**src/hw/rename_cfg_pkg.sv**
```systemverilog
package rename_cfg_pkg;

    // ======================================================================
    // register file and checkpoint sizes
    // ======================================================================

    parameter int NUM_ARCH = 32;  // architectural registers.
    parameter int NUM_PHYS = 64;  // physical registers.
    parameter int NUM_CKPT = 4;   // checkpoint pages per bank.

    // free registers beyond the architectural set.
    parameter int FL_DEPTH = NUM_PHYS - NUM_ARCH;

    // ======================================================================
    // index types
    // ======================================================================

    typedef logic [$clog2(NUM_ARCH)-1:0] arch_reg_t;
    typedef logic [$clog2(NUM_PHYS)-1:0] phys_reg_t;
    typedef logic [$clog2(NUM_CKPT)-1:0] ckpt_id_t;

    // free list pointer with one wrap bit above the index.
    // full and empty differ only in the wrap bit.
    typedef logic [$clog2(FL_DEPTH):0] fl_ptr_t;

endpackage

```
**src/hw/rename_if_pkg.sv**
```systemverilog
package rename_if_pkg;

    // ======================================================================
    // rename request and result
    // ======================================================================

    // one instruction to rename.
    typedef struct packed {
        rename_cfg_pkg::arch_reg_t rs1;
        rename_cfg_pkg::arch_reg_t rs2;
        rename_cfg_pkg::arch_reg_t rd;
        logic                      has_rd;     // needs a new destination.
        logic                      save_ckpt;  // keep state after this branch.
        rename_cfg_pkg::ckpt_id_t  ckpt_id;
    } rename_req_t;

    typedef struct packed {
        rename_cfg_pkg::phys_reg_t ps1;
        rename_cfg_pkg::phys_reg_t ps2;
        rename_cfg_pkg::phys_reg_t pd_new;  // zero without a destination.
        rename_cfg_pkg::phys_reg_t pd_old;  // freed later at retire.
    } rename_rsp_t;

    // ======================================================================
    // retire and branch pulses
    // ======================================================================

    typedef struct packed {
        logic                      valid;
        rename_cfg_pkg::phys_reg_t preg;
    } commit_t;

    typedef struct packed {
        logic                     valid;
        rename_cfg_pkg::ckpt_id_t ckpt_id;
    } restore_t;

endpackage

```
**src/hw/ckpt_bank.sv**
```systemverilog
module ckpt_bank #(
    parameter type payload_t = logic [7:0],
    parameter int  NUM_CKPT  = 4
) (
    input  logic                     clk,
    input  logic                     rst_n,
    input  logic                     save,
    input  rename_cfg_pkg::ckpt_id_t save_id,
    input  payload_t                 save_data,
    input  rename_cfg_pkg::ckpt_id_t rd_id,
    output payload_t                 rd_data
);

    // one page per outstanding branch.
    payload_t pages_q [NUM_CKPT];

    // pages clear at reset and load on save.
    always_ff @(posedge clk or negedge rst_n) begin
        if (!rst_n) begin
            for (int i = 0; i < NUM_CKPT; i++) begin
                pages_q[i] <= '0;
            end
        end else if (save) begin
            pages_q[save_id] <= save_data;
        end
    end

    assign rd_data = pages_q[rd_id];  // combinational read.

endmodule

```
**src/hw/free_list.sv**
```systemverilog
module free_list #(
    parameter int NUM_ARCH = 32,
    parameter int NUM_PHYS = 64,
    parameter int NUM_CKPT = 4
) (
    input  logic                      clk,
    input  logic                      rst_n,
    input  logic                      pop,
    output rename_cfg_pkg::phys_reg_t head_preg,
    output logic                      empty,
    input  rename_if_pkg::commit_t    push,
    input  logic                      save,
    input  rename_cfg_pkg::ckpt_id_t  save_id,
    input  rename_if_pkg::restore_t   restore
);

    localparam int DEPTH = NUM_PHYS - NUM_ARCH;
    localparam int IDX_W = $clog2(DEPTH);

    rename_cfg_pkg::phys_reg_t queue_q [DEPTH];

    rename_cfg_pkg::fl_ptr_t rd_ptr_q;
    rename_cfg_pkg::fl_ptr_t wr_ptr_q;
    rename_cfg_pkg::fl_ptr_t rd_ptr_next;
    rename_cfg_pkg::fl_ptr_t count;
    rename_cfg_pkg::fl_ptr_t ckpt_ptr;
    logic                    do_pop;

    // ======================================================================
    // head and occupancy
    // ======================================================================

    assign count     = wr_ptr_q - rd_ptr_q;  // wrap bit keeps full apart from empty.
    assign empty     = (count == '0);
    assign head_preg = queue_q[rd_ptr_q[IDX_W-1:0]];

    assign do_pop      = pop && !empty;
    assign rd_ptr_next = do_pop ? rd_ptr_q + 1'b1 : rd_ptr_q;

    // ======================================================================
    // pointers
    // ======================================================================

    // after reset every non-architectural register is free.
    always_ff @(posedge clk or negedge rst_n) begin
        if (!rst_n) begin
            rd_ptr_q <= '0;
            wr_ptr_q <= rename_cfg_pkg::fl_ptr_t'(DEPTH);
        end else begin
            if (restore.valid) begin
                rd_ptr_q <= ckpt_ptr;  // allocations since the checkpoint come back.
            end else begin
                rd_ptr_q <= rd_ptr_next;
            end
            // commits land at the tail and survive a restore.
            if (push.valid) begin
                wr_ptr_q <= wr_ptr_q + 1'b1;
            end
        end
    end

    // ======================================================================
    // storage
    // ======================================================================

    always_ff @(posedge clk or negedge rst_n) begin
        if (!rst_n) begin
            for (int i = 0; i < DEPTH; i++) begin
                queue_q[i] <= rename_cfg_pkg::phys_reg_t'(NUM_ARCH + i);
            end
        end else if (push.valid) begin
            queue_q[wr_ptr_q[IDX_W-1:0]] <= push.preg;
        end
    end

    // a checkpoint only needs the head, taken after this cycle's pop.
    ckpt_bank #(
        .payload_t (rename_cfg_pkg::fl_ptr_t),
        .NUM_CKPT  (NUM_CKPT)
    ) u_ckpt (
        .clk       (clk),
        .rst_n     (rst_n),
        .save      (save),
        .save_id   (save_id),
        .save_data (rd_ptr_next),
        .rd_id     (restore.ckpt_id),
        .rd_data   (ckpt_ptr)
    );

endmodule

```
**src/hw/map_table.sv**
```systemverilog
module map_table #(
    parameter int NUM_ARCH = 32
) (
    input  logic                      clk,
    input  logic                      rst_n,
    input  rename_cfg_pkg::arch_reg_t rs1,
    input  rename_cfg_pkg::arch_reg_t rs2,
    input  rename_cfg_pkg::arch_reg_t rd,
    output rename_cfg_pkg::phys_reg_t ps1,
    output rename_cfg_pkg::phys_reg_t ps2,
    output rename_cfg_pkg::phys_reg_t pd_old,
    input  logic                      upd_en,
    input  rename_cfg_pkg::phys_reg_t upd_preg,
    input  logic                      save,
    input  rename_cfg_pkg::ckpt_id_t  save_id,
    input  rename_if_pkg::restore_t   restore
);

    // whole table as one vector, so a checkpoint is a single page.
    typedef rename_cfg_pkg::phys_reg_t [NUM_ARCH-1:0] map_vec_t;

    map_vec_t map_q;
    map_vec_t map_next;
    map_vec_t ckpt_map;

    // ======================================================================
    // lookup
    // ======================================================================

    // sources read the table before this request's own update.
    assign ps1    = map_q[rs1];
    assign ps2    = map_q[rs2];
    assign pd_old = map_q[rd];

    // ======================================================================
    // update and restore
    // ======================================================================

    always_comb begin
        map_next = map_q;
        if (upd_en) begin
            map_next[rd] = upd_preg;
        end
    end

    always_ff @(posedge clk or negedge rst_n) begin
        if (!rst_n) begin
            for (int i = 0; i < NUM_ARCH; i++) begin
                map_q[i] <= rename_cfg_pkg::phys_reg_t'(i);  // identity map.
            end
        end else if (restore.valid) begin
            map_q <= ckpt_map;
        end else begin
            map_q <= map_next;
        end
    end

    // saved page already holds the branch's own destination.
    ckpt_bank #(
        .payload_t (map_vec_t),
        .NUM_CKPT  (rename_cfg_pkg::NUM_CKPT)
    ) u_ckpt (
        .clk       (clk),
        .rst_n     (rst_n),
        .save      (save),
        .save_id   (save_id),
        .save_data (map_next),
        .rd_id     (restore.ckpt_id),
        .rd_data   (ckpt_map)
    );

endmodule

```
**src/hw/rename_ctrl.sv**
```systemverilog
module rename_ctrl (
    input  logic                       clk,
    input  logic                       rst_n,
    input  logic                       req,
    input  rename_if_pkg::rename_req_t rename_req,
    output logic                       ack,
    output rename_if_pkg::rename_rsp_t rename_rsp,
    output rename_cfg_pkg::arch_reg_t  map_rs1,
    output rename_cfg_pkg::arch_reg_t  map_rs2,
    output rename_cfg_pkg::arch_reg_t  map_rd,
    input  rename_cfg_pkg::phys_reg_t  map_ps1,
    input  rename_cfg_pkg::phys_reg_t  map_ps2,
    input  rename_cfg_pkg::phys_reg_t  map_pd_old,
    output logic                       upd_en,
    output rename_cfg_pkg::phys_reg_t  upd_preg,
    output logic                       pop,
    input  rename_cfg_pkg::phys_reg_t  head_preg,
    input  logic                       empty,
    output logic                       save,
    output rename_cfg_pkg::ckpt_id_t   save_id
);

    typedef enum logic [1:0] {
        ST_IDLE,
        ST_ALLOC,
        ST_ACK
    } state_t;

    state_t                     state_q;
    state_t                     state_d;
    rename_if_pkg::rename_req_t req_q;
    rename_if_pkg::rename_rsp_t rsp_d;
    logic                       go;

    // stall only when a destination is needed and none is free.
    assign go = (state_q == ST_ALLOC) && (!req_q.has_rd || !empty);

    assign map_rs1  = req_q.rs1;
    assign map_rs2  = req_q.rs2;
    assign map_rd   = req_q.rd;
    assign pop      = go && req_q.has_rd;
    assign upd_en   = pop;        // map and free list move together.
    assign upd_preg = head_preg;
    assign save     = go && req_q.save_ckpt;
    assign save_id  = req_q.ckpt_id;
    assign ack      = (state_q == ST_ACK);

    always_comb begin
        rsp_d.ps1    = map_ps1;
        rsp_d.ps2    = map_ps2;
        rsp_d.pd_new = req_q.has_rd ? head_preg : '0;
        rsp_d.pd_old = map_pd_old;
    end

    always_comb begin
        state_d = state_q;
        case (state_q)
            ST_IDLE:  if (req) state_d = ST_ALLOC;
            ST_ALLOC: if (go) state_d = ST_ACK;
            ST_ACK:   if (!req) state_d = ST_IDLE;  // four-phase return.
            default:  state_d = ST_IDLE;
        endcase
    end

    always_ff @(posedge clk or negedge rst_n) begin
        if (!rst_n) begin
            state_q <= ST_IDLE;
        end else begin
            state_q <= state_d;
        end
    end

    always_ff @(posedge clk) begin
        if (state_q == ST_IDLE && req) begin
            req_q <= rename_req;
        end
        if (go) begin
            rename_rsp <= rsp_d;  // held until the next rename.
        end
    end

endmodule

```
**src/hw/rename_top.sv**
```systemverilog
module rename_top #(
    parameter int NUM_ARCH = rename_cfg_pkg::NUM_ARCH,
    parameter int NUM_PHYS = rename_cfg_pkg::NUM_PHYS,
    parameter int NUM_CKPT = rename_cfg_pkg::NUM_CKPT
) (
    input  logic                       clk,
    input  logic                       rst_n,
    input  logic                       req,
    input  rename_if_pkg::rename_req_t rename_req,
    output logic                       ack,
    output rename_if_pkg::rename_rsp_t rename_rsp,
    input  rename_if_pkg::commit_t     commit,
    input  rename_if_pkg::restore_t    restore
);

    rename_cfg_pkg::arch_reg_t map_rs1;
    rename_cfg_pkg::arch_reg_t map_rs2;
    rename_cfg_pkg::arch_reg_t map_rd;
    rename_cfg_pkg::phys_reg_t map_ps1;
    rename_cfg_pkg::phys_reg_t map_ps2;
    rename_cfg_pkg::phys_reg_t map_pd_old;
    rename_cfg_pkg::phys_reg_t upd_preg;
    rename_cfg_pkg::phys_reg_t head_preg;
    rename_cfg_pkg::ckpt_id_t  save_id;
    logic                      upd_en;
    logic                      pop;
    logic                      empty;
    logic                      save;

    rename_ctrl u_ctrl (
        .clk        (clk),
        .rst_n      (rst_n),
        .req        (req),
        .rename_req (rename_req),
        .ack        (ack),
        .rename_rsp (rename_rsp),
        .map_rs1    (map_rs1),
        .map_rs2    (map_rs2),
        .map_rd     (map_rd),
        .map_ps1    (map_ps1),
        .map_ps2    (map_ps2),
        .map_pd_old (map_pd_old),
        .upd_en     (upd_en),
        .upd_preg   (upd_preg),
        .pop        (pop),
        .head_preg  (head_preg),
        .empty      (empty),
        .save       (save),
        .save_id    (save_id)
    );

    map_table #(
        .NUM_ARCH (NUM_ARCH)
    ) u_map_table (
        .clk      (clk),
        .rst_n    (rst_n),
        .rs1      (map_rs1),
        .rs2      (map_rs2),
        .rd       (map_rd),
        .ps1      (map_ps1),
        .ps2      (map_ps2),
        .pd_old   (map_pd_old),
        .upd_en   (upd_en),
        .upd_preg (upd_preg),
        .save     (save),
        .save_id  (save_id),
        .restore  (restore)
    );

    // retire frees the old register straight into the tail.
    free_list #(
        .NUM_ARCH (NUM_ARCH),
        .NUM_PHYS (NUM_PHYS),
        .NUM_CKPT (NUM_CKPT)
    ) u_free_list (
        .clk       (clk),
        .rst_n     (rst_n),
        .pop       (pop),
        .head_preg (head_preg),
        .empty     (empty),
        .push      (commit),
        .save      (save),
        .save_id   (save_id),
        .restore   (restore)
    );

endmodule

```
**config.mk**
```make
export PLATFORM = sky130hd
export DESIGN_NAME = rename_top
export DESIGN_NICKNAME = d
export VERILOG_FILES = /design/src/hw/rename_cfg_pkg.sv /design/src/hw/rename_if_pkg.sv /design/src/hw/ckpt_bank.sv /design/src/hw/free_list.sv /design/src/hw/map_table.sv /design/src/hw/rename_ctrl.sv /design/src/hw/rename_top.sv
export SDC_FILE = /design/constraint.sdc
export NUM_CORES = 2
export LEC_CHECK = 0
export ABC_CLOCK_PERIOD_IN_PS = 5400
export BUFFER_PORTS_ARGS = -buffer_cell sky130_fd_sc_hd__buf_2
export CAP_MARGIN = 0
export CORE_UTILIZATION = 54
export DETAILED_ROUTE_END_ITERATION = 12
export PLACE_DENSITY = 0.69
export RECOVER_POWER = 25
export SLEW_MARGIN = 0
export SYNTH_ARGS = -nofsm -noshare
export SYNTH_HDL_FRONTEND = slang
export SYNTH_SLANG_ARGS = --single-unit
```
**constraint.sdc**
```tcl
create_clock -name clk -period 5.4 [get_ports clk]
set_clock_uncertainty 0.2 [all_clocks]
set_input_delay 0.27 -clock clk [delete_from_list [all_inputs] [get_ports clk]]
set_output_delay 0.27 -clock clk [all_outputs]
set_load 0.05 [all_outputs]
```
==> impl_metrics.py <==
metrics = {
    "run_status": {
        "status": "finished with violations",
        "violations": "capacitance limit, slew limit",
    },
    "worst_setup_path": {
        "critPathMaxFanout": 58,
        "crit_required_ns": 5.86,
        "path_class": "in2async",
        "worst_setup_path_start_kind": "primary input",
        "critPathCaptureType": "async pin",
        "startpoint": "rst_n",
        "rr_worst_depth": 9,
        "worst_ep_arrival_time_ns": 4.79,
        "reg2reg_slack_ns": 1.13,
        "cp-endpoint": "u_map_table.u_ckpt.pages_q[476]$_DFFE_PN0P_",
        "reg2reg_from": "u_free_list.rd_ptr_q[3]$_DFF_PN0_",
        "r2r_end": "u_map_table.map_q[185]$_DFF_PN0_",
    },
    "global_route": {
        "overflow": 0,
        "antenna_found_initial": 1,
        "grtUsageTotal_pct": 28.8,
        "grt_pass1_wl_mm": 235,
        "grt_pass1_vias": 38100,
        "grt_max_degree": 170,
    },
    "place": {
        "place.gp.congestion": 0.858,
        "placed_cell_area_um2": 58700,
        "dp_hpwl_mm": 89.5,
        "dp_slack_ns": 1.23,
        "io_buffers": 56,
    },
    "power_and_ir_drop": {
        "p_leak_uw": 0.0256,
        "p_int_uw": 25500,
        "pwr-share-comb_pct": 33.9,
        "vdd_drop_max_mv": 0.526,
        "p_seq_share_pct": 42.9,
        "p_per_area_nw_per_um2": 620,
        "p_sw_uw": 13800,
        "switching_share_pct": 35.1,
        "clkPwrFrac_pct": 23.1,
    },
    "clocking": {
        "htreeDepth": 4,
        "clock-sinks": 1233,
        "post-cts-setup-buffer-count": 0,
        "cts_root_buffer": "clkbuf_16",
        "ctsResizeCount": 0,
        "numCtsBuffers": 133,
        "worstSkewPairLatency_ns": 0.75,
        "path_clk_slew_ns": 0.06,
        "cts_tree": "done",
        "cts_buffer_depth": 3,
    },
    "floorplanning": {
        "fp.dieH_um": 327,
        "rows": 118,
        "core_region_area_um2": 104000,
        "io_pins": 57,
        "start_util_pct": 54.8,
        "dieArea_um2": 107000,
        "die_width_um": 327,
    },
    "sta": {
        "tns_ns": 0,
        "fin_crit_sh_pct": 80.2,
        "whs_ns": 0.0457,
        "finalCriticalPeriod_ns": 4.33,
        "fmax_mhz": 231,
        "final_hold_viol_count": 0,
        "setup_slack_ns": 1.07,
        "slew_violations": 45,
        "rsz0062_at_grt": "false",
        "setup_violations": 0,
        "max_slew.worst_pin.slew_ns": 3.61,
        "slew_headroom_pct": -140,
    },
    "cells_and_area": {
        "fillerInstances": 8116,
        "drive_gt1_share_pct": 24.5,
        "regArea_um2": 31300,
        "finalNetCount": 4673,
        "multiInputGateArea_um2": 24200,
        "syn_to_final_growth_pct": 10.8,
        "stdcell_area_um2": 63400,
    },
    "flow_run": {
        "cap_violations": 1,
    },
    "synth": {
        "synth_area_um2": 57200,
        "synth_warnings": 0,
        "syn_inst": 4700,
        "syn_area_per_cell_um2": 12.2,
        "syn_nets": 4742,
        "synth_async_sr_flop_share_pct": 96.5,
        "synth_ff_type": "dfrtp_1",
        "netlist.area_leader.share_pct": 43.6,
        "synth_largest_area_cell": "dfrtp_1",
        "ys_seq_area_share_pct": 54.8,
        "synth_edf_count": 43,
        "ys_types": 54,
        "netlist_top_cells_area": "dfrtp_1, mux4_2, dfstp_2",
        "synth-seq-cells": 1233,
    },
    "drt": {
        "dr.pass1.iters": 6,
        "drt-vias-per-instance": 6.28,
        "routed_wl_mm": 150,
        "drc_errors": 0,
        "antenna_left": 0,
        "vias": 38500,
        "dr.first_iter.drc_count": 3681,
        "wl_per_cell_um": 24.5,
    },
    "hold_path": {
        "hold_class": "in2reg",
    },
}
## power groups by stage
stage / Combinational (uW) / Clock [uW] / Sequential (uW)
global route: 14500 / 9600 / 17400
global placement: 12800 / 0 / 16700
CTS: 13300 / 9230 / 16800
finish: 13300 / 9090 / 16900
detailed placement: 13200 / 0 / 16900
floorplan: 9610 / 0 / 16100
## Yosys cell counts, types with 6 or more instances
cell       instances
a21oi_1          998
a221oi_1          13
a22oi_2            6
and2_1             8
and3_1            16
buf_1             48
buf_2            128
buf_4              7
clkbuf_1         205
dfrtp_1          997
dfstp_2          193
edfxtp_1          43
ha_1              10
inv_1              8
mux2_2           210
mux2i_1          240
mux4_2           402
nand2_1           25
nand2b_1           7
nand3_1           16
nand4_1           11
nor2_1          1017
nor3_1            12
o2111ai_1          7
o21ai_0            7
o221ai_1           6
o22a_1             6
xnor2_1            8
## metal layers
layer | GRT usage [%] | share of wire, %
met3 | 6.65 | 7.9
met5 | 0 | 0
met4 | 11.3 | 3.9
met2 | 42.9 | 46
met1 | 41.3 | 42
## worst max-delay path: stages
cell           delay [ns]
dlygate4sd3_1        0.52
clkbuf_1             2.52
buf_12               0.32
clkbuf_2             0.98
## kinds of logic after synthesis
family                   after synthesis  synth area share (%)
buffers and inverters                400                  2.98
flip-flops                          1233                  54.8
AND/OR/NAND/NOR                     1141                  8.03
adder cells (fa/ha/maj)               10                 0.219
AO/OA/AOI/OAI                       1052                  9.65
XOR/XNOR                              12                 0.184
multiplexers                         852                  24.2
## layout make-up
cell class / count / share of cell area [%]
multi-input cells: 3067 / 38.2
well taps: 1380 / 2.72
flip-flops and latches: 1233 / 49.4
repair buffers: 186 / 2.74
inverters: 10 / 0.0711
clock inverters: 33 / 0.581
clock buffers: 210 / 6.29
diodes: 3 / 0.0118
## registers in the layout (all words and copies together) (netlist names)
| register | flops |
|---|---|
| u_ctrl.map_rd | 5 |
| u_map_table.map_q | 192 |
| u_map_table.u_ckpt.pages_q | 768 |
| u_free_list.u_ckpt.pages_q | 24 |
| u_ctrl.map_rs2 | 5 |
| u_ctrl.rename_rsp | 24 |
| u_free_list.rd_ptr_q | 6 |
| u_ctrl.map_rs1 | 5 |
| u_free_list.queue_q | 192 |
| u_free_list.wr_ptr_q | 6 |
| u_ctrl.state_q | 2 |
| u_ctrl.req_q | 2 |
| u_ctrl.save_id | 2 |
## cell usage in the layout (no fill, tap or decap), types with 26 or more instances in the layout
cell           synthesis  routed
buf_4                  7      54
nor2_1              1017    1017
clkbuf_16              0     138
edfxtp_1              43      43
clkbuf_8               0      26
dlygate4sd3_1          0      36
buf_2                128      44
a21oi_1              998     998
mux2_2               210     210
dfrtp_1              997     996
mux4_2               402     402
dfstp_2              193     193
mux2i_1              240     240
clkbuf_1             205      60
buf_12                 0      31
## worst min path at each step
stage                                          endpoint  cells after the start  slack [ns]           from
floorplan                 u_ctrl.state_q[0]$_DFFE_PN0P_                      0       -0.23          rst_n
global route                  u_ctrl.req_q[3]$_DFFE_PP_                      2        0.03  rename_req[3]
CTS                          u_ctrl.map_rd[1]$_DFFE_PP_                      2      0.0002  rename_req[5]
detailed placement  u_free_list.queue_q[80]$_DFFE_PN0P_                      1        0.16          rst_n
finish                        u_ctrl.req_q[3]$_DFFE_PP_                      2        0.05  rename_req[3]
global placement    u_free_list.queue_q[74]$_DFFE_PN0P_                      1        0.16          rst_n
## through the flow
step	util (%)	std cells	power, uW
final	60.8	6122	39300
after detailed placement	56.3	5839	30000
after global placement	56.3	5839	29500
after global routing	60.8	6119	41500
after floorplan	-	4700	25700
after CTS	60.9	6119	39300
## repair_timing
action | 4_1_cts | 5_1_grt
setup endpoints to repair | 0 | 0
hold buffers | 37 | 0
endpoints found under the hold margin | 354 | 0
No activity file was read; power rests on OpenSTA's default activity.
